File: src/common/init_settings.svh
// ~~~~~~~~~~~~~~~~~~~~~~~~~~~~~~~~~~~~~~~~~~~~~~~~~~~~~~~~~~~~~~~~~~~~~~
// table geometry and reset sequence length
// ~~~~~~~~~~~~~~~~~~~~~~~~~~~~~~~~~~~~~~~~~~~~~~~~~~~~~~~~~~~~~~~~~~~~~~
`ifndef INIT_SETTINGS_SVH
`define INIT_SETTINGS_SVH

// number of table entries
`define TABLE_DEPTH 32
// bits per entry
`define TABLE_WIDTH 16
// reset hold length in cycles, must cover TABLE_DEPTH
`define RESET_SEQUENCE_CYCLES 40

`endif

File: src/common/InitPkg.sv
// ~~~~~~~~~~~~~~~~~~~~~~~~~~~~~~~~~~~~~~~~~~~~~~~~~~~~~~~~~~~~~~~~~~~~~~
// shared table types, reset counter type and access port states
// ~~~~~~~~~~~~~~~~~~~~~~~~~~~~~~~~~~~~~~~~~~~~~~~~~~~~~~~~~~~~~~~~~~~~~~
`include "init_settings.svh"

package InitPkg;

    // entry index
    typedef logic [$clog2(`TABLE_DEPTH)-1:0] TableAddr;

    // entry value
    typedef logic [`TABLE_WIDTH-1:0] TableData;

    // one extra bit so the count can reach the sequence length
    typedef logic [$clog2(`RESET_SEQUENCE_CYCLES):0] ResetCount;

    // four-phase port FSM
    typedef enum logic [1:0] {
        stIdle,
        stAccess,
        stAcknowledge,
        stRelease
    } AccessState;

endpackage

File: src/design/reset/ResetController.sv
// ~~~~~~~~~~~~~~~~~~~~~~~~~~~~~~~~~~~~~~~~~~~~~~~~~~~~~~~~~~~~~~~~~~~~~~
// reset sequencer with lock monitoring and start-of-reset pulse
// ~~~~~~~~~~~~~~~~~~~~~~~~~~~~~~~~~~~~~~~~~~~~~~~~~~~~~~~~~~~~~~~~~~~~~~
`timescale 1ns/1ps
`include "init_settings.svh"

module ResetController
    import InitPkg::*;
(
    input  logic clk,
    input  logic rstTrigger,
    input  logic locked,
    output logic rst,
    output logic rstStart
);

    // cycles spent in reset since trigger release
    ResetCount count;

    // trigger is asynchronous, lock loss is seen at the next edge
    always_ff @(posedge clk or posedge rstTrigger) begin
        if (rstTrigger) begin
            count <= '0;
            rst   <= 1'b1;
        end else if (!locked) begin
            // clock source unstable, restart the sequence
            count <= '0;
            rst   <= 1'b1;
        end else if (rst) begin
            count <= count + 1'b1;
            // release once the count reaches the sequence length
            if (count >= ResetCount'(`RESET_SEQUENCE_CYCLES)) begin
                rst <= 1'b0;
            end
        end else begin
            count <= '0;
            rst   <= 1'b0;
        end
    end

    // first reset cycle only
    // init logic runs under rst, so it restarts from this pulse instead
    always_comb begin
        rstStart = rst && (count == '0);
    end

endmodule

File: src/design/table/TableInitializer.sv
// ~~~~~~~~~~~~~~~~~~~~~~~~~~~~~~~~~~~~~~~~~~~~~~~~~~~~~~~~~~~~~~~~~~~~~~
// table initializer sweeping every entry with its own index
// ~~~~~~~~~~~~~~~~~~~~~~~~~~~~~~~~~~~~~~~~~~~~~~~~~~~~~~~~~~~~~~~~~~~~~~
`timescale 1ns/1ps
`include "init_settings.svh"

module TableInitializer
    import InitPkg::*;
(
    input  logic     clk,
    input  logic     rst,
    input  logic     rstStart,
    output logic     initWrite,
    output TableAddr initAddr,
    output TableData initData
);

    // last entry of the sweep
    localparam TableAddr LastAddr = TableAddr'(`TABLE_DEPTH - 1);

    // rstStart restarts the sweep
    always_ff @(posedge clk) begin
        if (rstStart) begin
            // arm the sweep for a first write next cycle
            initAddr  <= '0;
            initWrite <= 1'b1;
        end else if (initWrite) begin
            if (!rst) begin
                // abandon the sweep when reset ends early
                initWrite <= 1'b0;
            end else if (initAddr == LastAddr) begin
                // last entry written so hold until the next start
                initWrite <= 1'b0;
            end else begin
                initAddr <= initAddr + 1'b1;
            end
        end
    end

    // entry i holds i
    // zero extended to the entry width
    always_comb begin
        initData = TableData'(initAddr);
    end

endmodule

File: src/design/table/TableRam.sv
// ~~~~~~~~~~~~~~~~~~~~~~~~~~~~~~~~~~~~~~~~~~~~~~~~~~~~~~~~~~~~~~~~~~~~~~
// single-port table RAM, synchronous write and registered read
// ~~~~~~~~~~~~~~~~~~~~~~~~~~~~~~~~~~~~~~~~~~~~~~~~~~~~~~~~~~~~~~~~~~~~~~
`timescale 1ns/1ps
`include "init_settings.svh"

module TableRam
    import InitPkg::*;
(
    input  logic     clk,
    input  logic     ramWrite,
    input  TableAddr ramAddr,
    input  TableData ramWrData,
    output TableData ramRdData
);

    // storage array
    TableData mem [`TABLE_DEPTH];

    always_ff @(posedge clk) begin
        // write port
        if (ramWrite) begin
            mem[ramAddr] <= ramWrData;
        end
        // read returns the old entry on a write cycle
        ramRdData <= mem[ramAddr];
    end

endmodule

File: src/design/AccessController.sv
// ~~~~~~~~~~~~~~~~~~~~~~~~~~~~~~~~~~~~~~~~~~~~~~~~~~~~~~~~~~~~~~~~~~~~~~
// RAM port mux and four-phase req/ack FSM for table access
// ~~~~~~~~~~~~~~~~~~~~~~~~~~~~~~~~~~~~~~~~~~~~~~~~~~~~~~~~~~~~~~~~~~~~~~
`timescale 1ns/1ps

module AccessController
    import InitPkg::*;
(
    input  logic     clk,
    input  logic     rst,
    // initializer write path
    input  logic     initWrite,
    input  TableAddr initAddr,
    input  TableData initData,
    // outside requester
    input  logic     req,
    input  logic     reqWrite,
    input  TableAddr reqAddr,
    input  TableData reqData,
    output logic     ack,
    output TableData rdData,
    // table RAM
    output logic     ramWrite,
    output TableAddr ramAddr,
    output TableData ramWrData,
    input  TableData ramRdData
);

    AccessState state;
    AccessState nextState;

    // request accepted this cycle
    logic issue;

    always_comb begin
        issue = (state == stIdle) && req;
    end

    // next state for the handshake
    always_comb begin
        nextState = state;
        case (state)
            stIdle: begin
                if (req) begin
                    nextState = stAccess;
                end
            end
            // RAM read data registers during this cycle
            stAccess: begin
                nextState = stAcknowledge;
            end
            // hold ack until the requester lets go
            stAcknowledge: begin
                if (!req) begin
                    nextState = stRelease;
                end
            end
            stRelease: begin
                nextState = stIdle;
            end
            default: begin
                nextState = stIdle;
            end
        endcase
    end

    // rst doubles as the busy condition, so requests wait here
    always_ff @(posedge clk or posedge rst) begin
        if (rst) begin
            state <= stIdle;
            ack   <= 1'b0;
        end else begin
            state <= nextState;
            ack   <= (nextState == stAcknowledge) || (nextState == stRelease);
        end
    end

    // capture read data together with the rising ack
    always_ff @(posedge clk) begin
        if (state == stAccess) begin
            rdData <= ramRdData;
        end
    end

    // RAM port owner
    // initializer during reset, requester afterwards
    always_comb begin
        if (rst) begin
            ramWrite  = initWrite;
            ramAddr   = initAddr;
            ramWrData = initData;
        end else begin
            ramWrite  = issue && reqWrite;
            ramAddr   = reqAddr;
            ramWrData = reqData;
        end
    end

endmodule

File: src/design/InitTop.sv
// ~~~~~~~~~~~~~~~~~~~~~~~~~~~~~~~~~~~~~~~~~~~~~~~~~~~~~~~~~~~~~~~~~~~~~~
// top level of the reset-sequenced table subsystem
// ~~~~~~~~~~~~~~~~~~~~~~~~~~~~~~~~~~~~~~~~~~~~~~~~~~~~~~~~~~~~~~~~~~~~~~
`timescale 1ns/1ps

module InitTop (
    input  logic             clk,
    input  logic             rstTrigger,
    input  logic             locked,
    input  logic             req,
    input  logic             reqWrite,
    input  InitPkg::TableAddr reqAddr,
    input  InitPkg::TableData reqData,
    output logic             ack,
    output InitPkg::TableData rdData,
    output logic             initBusy
);

    // sequenced reset
    logic rst;
    logic rstStart;

    // initializer write path
    logic              initWrite;
    InitPkg::TableAddr initAddr;
    InitPkg::TableData initData;

    // RAM port
    logic              ramWrite;
    InitPkg::TableAddr ramAddr;
    InitPkg::TableData ramWrData;
    InitPkg::TableData ramRdData;

    ResetController resetCtrl (
        .clk        (clk),
        .rstTrigger (rstTrigger),
        .locked     (locked),
        .rst        (rst),
        .rstStart   (rstStart)
    );

    TableInitializer tableInit (
        .clk       (clk),
        .rst       (rst),
        .rstStart  (rstStart),
        .initWrite (initWrite),
        .initAddr  (initAddr),
        .initData  (initData)
    );

    TableRam tableRam (
        .clk       (clk),
        .ramWrite  (ramWrite),
        .ramAddr   (ramAddr),
        .ramWrData (ramWrData),
        .ramRdData (ramRdData)
    );

    AccessController accessCtrl (
        .clk       (clk),
        .rst       (rst),
        .initWrite (initWrite),
        .initAddr  (initAddr),
        .initData  (initData),
        .req       (req),
        .reqWrite  (reqWrite),
        .reqAddr   (reqAddr),
        .reqData   (reqData),
        .ack       (ack),
        .rdData    (rdData),
        .ramWrite  (ramWrite),
        .ramAddr   (ramAddr),
        .ramWrData (ramWrData),
        .ramRdData (ramRdData)
    );

    // busy for the whole reset window
    assign initBusy = rst;

endmodule

File: config.mk
export PLATFORM = sky130hd
export DESIGN_NAME = InitTop
export DESIGN_NICKNAME = d
export VERILOG_FILES = /design/src/common/InitPkg.sv /design/src/design/reset/ResetController.sv /design/src/design/table/TableInitializer.sv /design/src/design/table/TableRam.sv /design/src/design/AccessController.sv /design/src/design/InitTop.sv
export VERILOG_INCLUDE_DIRS = /design/src /design/src/common
export SDC_FILE = /design/constraint.sdc
export NUM_CORES = 1
export LEC_CHECK = 0
export BUFFER_PORTS_ARGS = -buffer_cell sky130_fd_sc_hd__buf_2
export CORE_ASPECT_RATIO = 0.9
export CORE_UTILIZATION = 25
export CTS_CLUSTER_DIAMETER = 200
export DETAILED_ROUTE_END_ITERATION = 16
export HOLD_SLACK_MARGIN = 0.03
export MAX_ROUTING_LAYER = met4
export PLACE_DENSITY = 0.36
export SLEW_MARGIN = 20
export SYNTH_ARGS = -nofsm -noshare
export SYNTH_HDL_FRONTEND = slang
export SYNTH_SLANG_ARGS = --single-unit
File: constraint.sdc
create_clock -name clk -period 1.7 [get_ports clk]
set_input_delay 0.255 -clock clk [delete_from_list [all_inputs] [get_ports clk]]
set_output_delay 0.255 -clock clk [all_outputs]
set_load 0.005 [all_outputs]
After elaboration in Yosys (flattened, before gate mapping) --
Memories as Yosys holds them, arrays and structs flattened. A register that Yosys moved wholly into a read port is not among the register bits. Index checks and enable logic that the tools add are counted.
Word-level totals: bits in registers 33, latch bits 0, memory bits (writable) 512, memory bits (read-only) 0, bits of input ports 26, output and inout port bits 18, word-level logic and storage cells 41, memories 1
Memory list:
- tableRam.mem | depth 32, width 16, read ports 1, clocked after Yosys merged registers in 1, wr ports 1, RTL line TableRam.sv:18 | TableData mem [`TABLE_DEPTH];
Operators by class: $add $sub $neg 2, multiply operators 0, divide/modulo/power cells 0, magnitude comparators 1, equality and inequality tests 6, shift-type cells 0, muxes and demuxes 16, bitwise logic cells 1, reduce and logical (&&, ||, !) cells 7
Operators with widths (count):
- 2-to-1 mux 16 bit | 1
- 2-to-1 mux 7 bit | 2
- 2-to-1 mux 1 bit | 9
- equality test 2 bit, second input constant | 4
- case mux 2 bit (4 select lines) | 1
- adder 7 x 1 -> 7 bit, second input constant | 1
- greater-or-equal comparator 7 x 6 -> 1 bit, second input constant | 1
- zero test 7 bit | 1
- adder 5 x 1 -> 5 bit, second input constant | 1
- equality test 5 bit, second input constant | 1
- 2-to-1 mux 5 bit | 1
- 2-to-1 mux 2 bit | 2
- logical AND 1 bit | 3
- AND reduction 3 bit | 1
- equality test 2 x 1 -> 1 bit, second input constant | 1
- zero test 2 bit | 1
- logical OR 1 bit | 1
- NOT 1 bit | 1

Depth between registers and ports, before layout --
word-level depth 6, gate-level depth with buffers 10, depth with buffers taken out 7

Hierarchy --
A second synthesis with hierarchy kept.
Second synthesis, totals: cells, all modules 1221, area total of the unflattened synthesis 21780.9 µm²
Modules (own cells, without submodules):
- TableRam | instances 1, cells an instance 1086, area each 20049.2 µm²
- AccessController | instances 1, cells an instance 55, area each 962.2 µm²
- TableInitializer | instances 1, cells an instance 41, area each 385.4 µm²
- ResetController | instances 1, cells an instance 39, area each 384.1 µm²

Worst setup path after synthesis --
No wires, ideal clock.
kind register to register, from register resetCtrl.rst, to memory tableRam.mem[11][0] (netlist bit), enable pin, library setup time 0.389 ns, data arrival time 2.632 ns, required time 1.311 ns, path slack -1.320 ns, stages on the path, launching flop included 9, buffers on the path 5, period minus slack after synthesis 3.020 ns, cells stage by stage dfstp_2 > buf_4 > mux2_4 > buf_6 > buf_2 > buf_2 > buf_2 > nand3_1 > nor2_1
Between the ends: word-level cells in the longest chain between the ends 3, elaborated cells on any way between the ends 4
RTL lines:
- from (decl) | RTL line ResetController.sv:13 | output logic rst,
- from (signal assigned) | RTL line ResetController.sv:24 | rst <= 1'b1;
- from (signal assigned) | RTL line ResetController.sv:28 | rst <= 1'b1;
- from (signal assigned) | RTL line ResetController.sv:33 | rst <= 1'b0;
- 2-to-1 mux 1 bit | RTL line AccessController.sv:88 | if (rst) begin
- 2-to-1 mux 1 bit | RTL line TableRam.sv:22 | if (ramWrite) begin
- 2-to-1 mux 1 bit (implied by the code) | RTL line TableRam.sv:23 | mem[ramAddr] <= ramWrData;
- to (decl) | RTL line TableRam.sv:18
Several ways; a longest one is shown, not always the timed one.

Worst setup path in the final report --
from register resetCtrl.rst, to register tableRam.ramRdData[11] (read register of tableRam.mem)
Between the ends: word-level cells in the longest chain between the ends 1
RTL lines:
- 2-to-1 mux 5 bit | RTL line AccessController.sv:88
- to (decl) | RTL line TableRam.sv:14 | output TableData ramRdData
Every way passes these cells. A chain may end at the register's enable or synchronous reset.

==> reports/summary.txt <==
vias in the first global route -> 12.4k
Worst Path Required -> 2180 ps
total nets after synthesis -> 1,277
Leak -> 9.85 nW
CTS clk-pin slew, worst paths -> 60 ps
WHS -> 104 ps
Fin. Hold Viols -> 0
DR vias/cell -> 4.53
Pwr Density -> 1300 nW/um^2
share of cells above drive strength 1 -> 31.0%
First-pass DRT Iterations -> 5
Finished Layout Cells -> 2,719
CP Max Fanout -> 7
Mapped Avg Cell Area -> 17.1 um^2
worst vdd ir -> 0.635 mV
max_cap viols -> 0
post-DR wirelength/cell -> 24.8 um
CP Class -> flop to flop
mux cell area share after synthesis -> 8.05%
clock sink count -> 560
Die Height -> 279 um
largest net degree at the start of global routing -> 35
Setup violations, final -> 1,016
Synth Area in XOR/XNOR -> 0.370%
main combinational cell family by area after synthesis -> multiplexers
status -> finished, violations left
first-pass GRT wire length -> 93,700 um
routed wire length -> 67,400 um
Initial Utilization -> 25.3%
TritonCTS Buffers -> 67
Layout Nets -> 1,566
global placement routability congestion -> 0.769
CTS tree -> done
slew margin rel. -> 37.1%
Startpoint Class -> flop
Iteration-0 DRC Markers -> 873
Placed Cells -> 2,532
Max Clock Skew -> 27.3 ps
Placeable Area -> 84,400 um^2
Worst path max stage delay -> 590 ps
Synth Instances -> 1,244
crit path time final -> 2820 ps
Die Wd -> 310 um
top_reg_cell synth -> edfxtp_1
H-tree levels -> 3
final setup margin -> -1120 ps
Post-DRT Antenna Nets -> 0
Slew Viols, Final -> 0
violated checks -> setup timing
commonest cells after routing, fill and taps aside -> edfxtp_1 (528), buf_4 (138), mux2i_1 (128)
asr flop ratio synth -> 1.79%
Hold Startpoint -> req
Final Cycle Share -> 166%
fmax -> 354 MHz
RSZ-0062 raised after global routing -> true
WP data arrival -> 3300 ps
drt drc -> 0
Synth Area in Compound Gates -> 6.93%
DR vias -> 12.3k
CTS Root Cell -> clkbuf_16
Hold WC Path Type -> input port to flop
Buf+Inv Stages, Crit Path -> 3
Unique masters post-synth -> 47
CP top delay family -> simple AND/OR/NAND/NOR gates
Setup crit end kind -> flop
Worst-Skew Late Latency -> 610 ps
die footprint -> 86,500 um^2
I/O pin count -> 44
num rows -> 101
input/output buffers -> 43
Worst R2R Start -> resetCtrl.rst
Layout Utilization -> 33.7%
CP max stage cell -> dfstp_2
synthesized area -> 21,300 um^2
Seq cells post-synth -> 560
cells along the critical path -> mux2_8, buf_12, buf_4, mux2i_1, buf_4, o32ai_1, or4_1, or4_1
Synth Area in Simple Gates -> 5.19%
total global routing overflow -> 0
Seq/Total Area, Yosys -> 77.6%
Syn-to-layout area delta -> 33.3%
CP startpoint -> resetCtrl.rst
slew of the pin with the lowest slew margin -> 944 ps
most common cell after layout, fill and taps aside -> edfxtp_1
initial antenna violation count -> 5
post-synthesis adder-cell area fraction -> 0.411%
GRT Total Usage -> 15.8%
synth warn -> 0
HPWL after DPL -> 41,600 um
clk buf depth -> 3
EDFF count, synth -> 528
==> worst paths after layout <==
check                                    endpoint  slack, ps  depth (start not counted)
max reg2reg                tableRam.ramRdData[11]      -1120                          8
max in group asynchronous          accessCtrl.ack        840                          6
min                           accessCtrl.state[0]        100                          4
min reg2reg                  accessCtrl.rdData[0]        400                          0
max                        tableRam.ramRdData[11]      -1120                          8
min in group asynchronous      resetCtrl.count[5]        170                          3
==> stage by stage <==
step | setup WS [ps] | power [mW] | TNS, ps | area, um^2
2_1_floorplan | -839 | 19.4 | -670510 | 21700
3_3_place_gp | -1370 | 22.8 | -511880 | 25100
3_5_place_dp | -1350 | 22.9 | -528350 | 25100
4_1_cts | -1120 | 37.1 | -469720 | 27600
5_1_grt | -1200 | 38.3 | -492710 | 28400
6_report | -1120 | 36.9 | -400670 | 28400
==> what timing repair did <==
action | in CTS | in global routing
setup endpoints to repair | 701 | 1036
buffers inserted | 17 | 40
hold buffers | 2 | 0
hold endpoints to repair | 10 | 0
pin swaps | 13 | 33
gates cloned | 2 | 6
resized for setup | 28 | 46
==> layer usage <==
metal	vias up	part of all wire, %	track usage (%)
li1	5584	-	-
met1	6383	50	23.1
met2	274	43	22.6
met3	68	4.8	2.47
met4	0	1.9	4.31
met5	-	0	-
==> layout make-up <==
cell class	instances	area, um^2
antenna	1	2.50
clock buffer	98	1890
clock inverter	23	219
fill	8280	56000
inverter	6	27.5
multi-input combinational	617	5170
sequential	560	16500
tap	1133	1420
timing repair buffer	281	3170
==> registers in the layout (all words and copies together) (netlist names) <==
signal / cells
resetCtrl.count: 7
tableRam.mem: 512
resetCtrl.rst: 1
accessCtrl.state: 1
accessCtrl.ack: 1
tableInit.initAddr: 5
tableInit.initWrite: 1
accessCtrl.rdData: 16
tableRam.ramRdData: 16
==> logic make-up (layout without fill, tap and decap cells) <==
| family | Yosys count | after routing |
|---|---|---|
| mux | 154 | 155 |
| buf+inv | 68 | 408 |
| other cells | 0 | 1 |
| compound gates | 229 | 229 |
| xor+xnor | 9 | 9 |
| fa+ha+maj | 7 | 7 |
| flops | 560 | 560 |
| simple gates | 217 | 217 |
==> worst reg2reg max path: stages (launching register included) <==
cell and delay, ps:
dfstp_2 590, mux2_8 450, buf_12 180, buf_4 140, mux2i_1 160, buf_4 160, o32ai_1 80, or4_1 550
or4_1 410
==> synthesized netlist by cell type (2+ instances only) <==
| master | n | area [um^2] |
|---|---|---|
| edfxtp_1 | 528 | 15900 |
| mux2i_1 | 134 | 1340 |
| nand2_1 | 78 | 293 |
| a21oi_1 | 67 | 335 |
| a22oi_1 | 62 | 465 |
| o22ai_1 | 58 | 363 |
| nor2_1 | 53 | 199 |
| clkbuf_1 | 32 | 120 |
| or4_1 | 32 | 240 |
| buf_2 | 23 | 115 |
| dfxtp_1 | 22 | 440 |
| a211o_1 | 13 | 114 |
| mux4_2 | 13 | 293 |
| nor2b_1 | 12 | 75.1 |
| dfrtp_1 | 9 | 225 |
| o21ai_1 | 9 | 45.0 |
| ha_1 | 7 | 87.6 |
| nand3_1 | 7 | 35.0 |
| inv_1 | 6 | 22.5 |
| mux2_2 | 6 | 67.6 |
| nor4bb_1 | 6 | 60.1 |
| o32ai_1 | 6 | 52.6 |
| xnor2_1 | 5 | 43.8 |
| and3_1 | 4 | 25.0 |
| and4b_1 | 4 | 40.0 |
| nor3_1 | 4 | 20.0 |
| nor4_1 | 4 | 25.0 |
| o21ai_0 | 4 | 20.0 |
| o21ai_2 | 4 | 35.0 |
| xor2_1 | 4 | 35.0 |
| buf_4 | 3 | 22.5 |
| buf_6 | 3 | 33.8 |
| nor4b_1 | 3 | 26.3 |
| a22o_1 | 2 | 17.5 |
| nand2b_1 | 2 | 12.5 |
| nand3b_1 | 2 | 15.0 |
| nand4_1 | 2 | 12.5 |
| or2_2 | 2 | 12.5 |
==> power by group <==
group	switching, mW	internal, mW
logic	3.80	3.01
clock network	5.64	8.18
registers	0.308	16.0
total	9.75	27.2
Note: power is estimated with default switching activity, not from simulation.
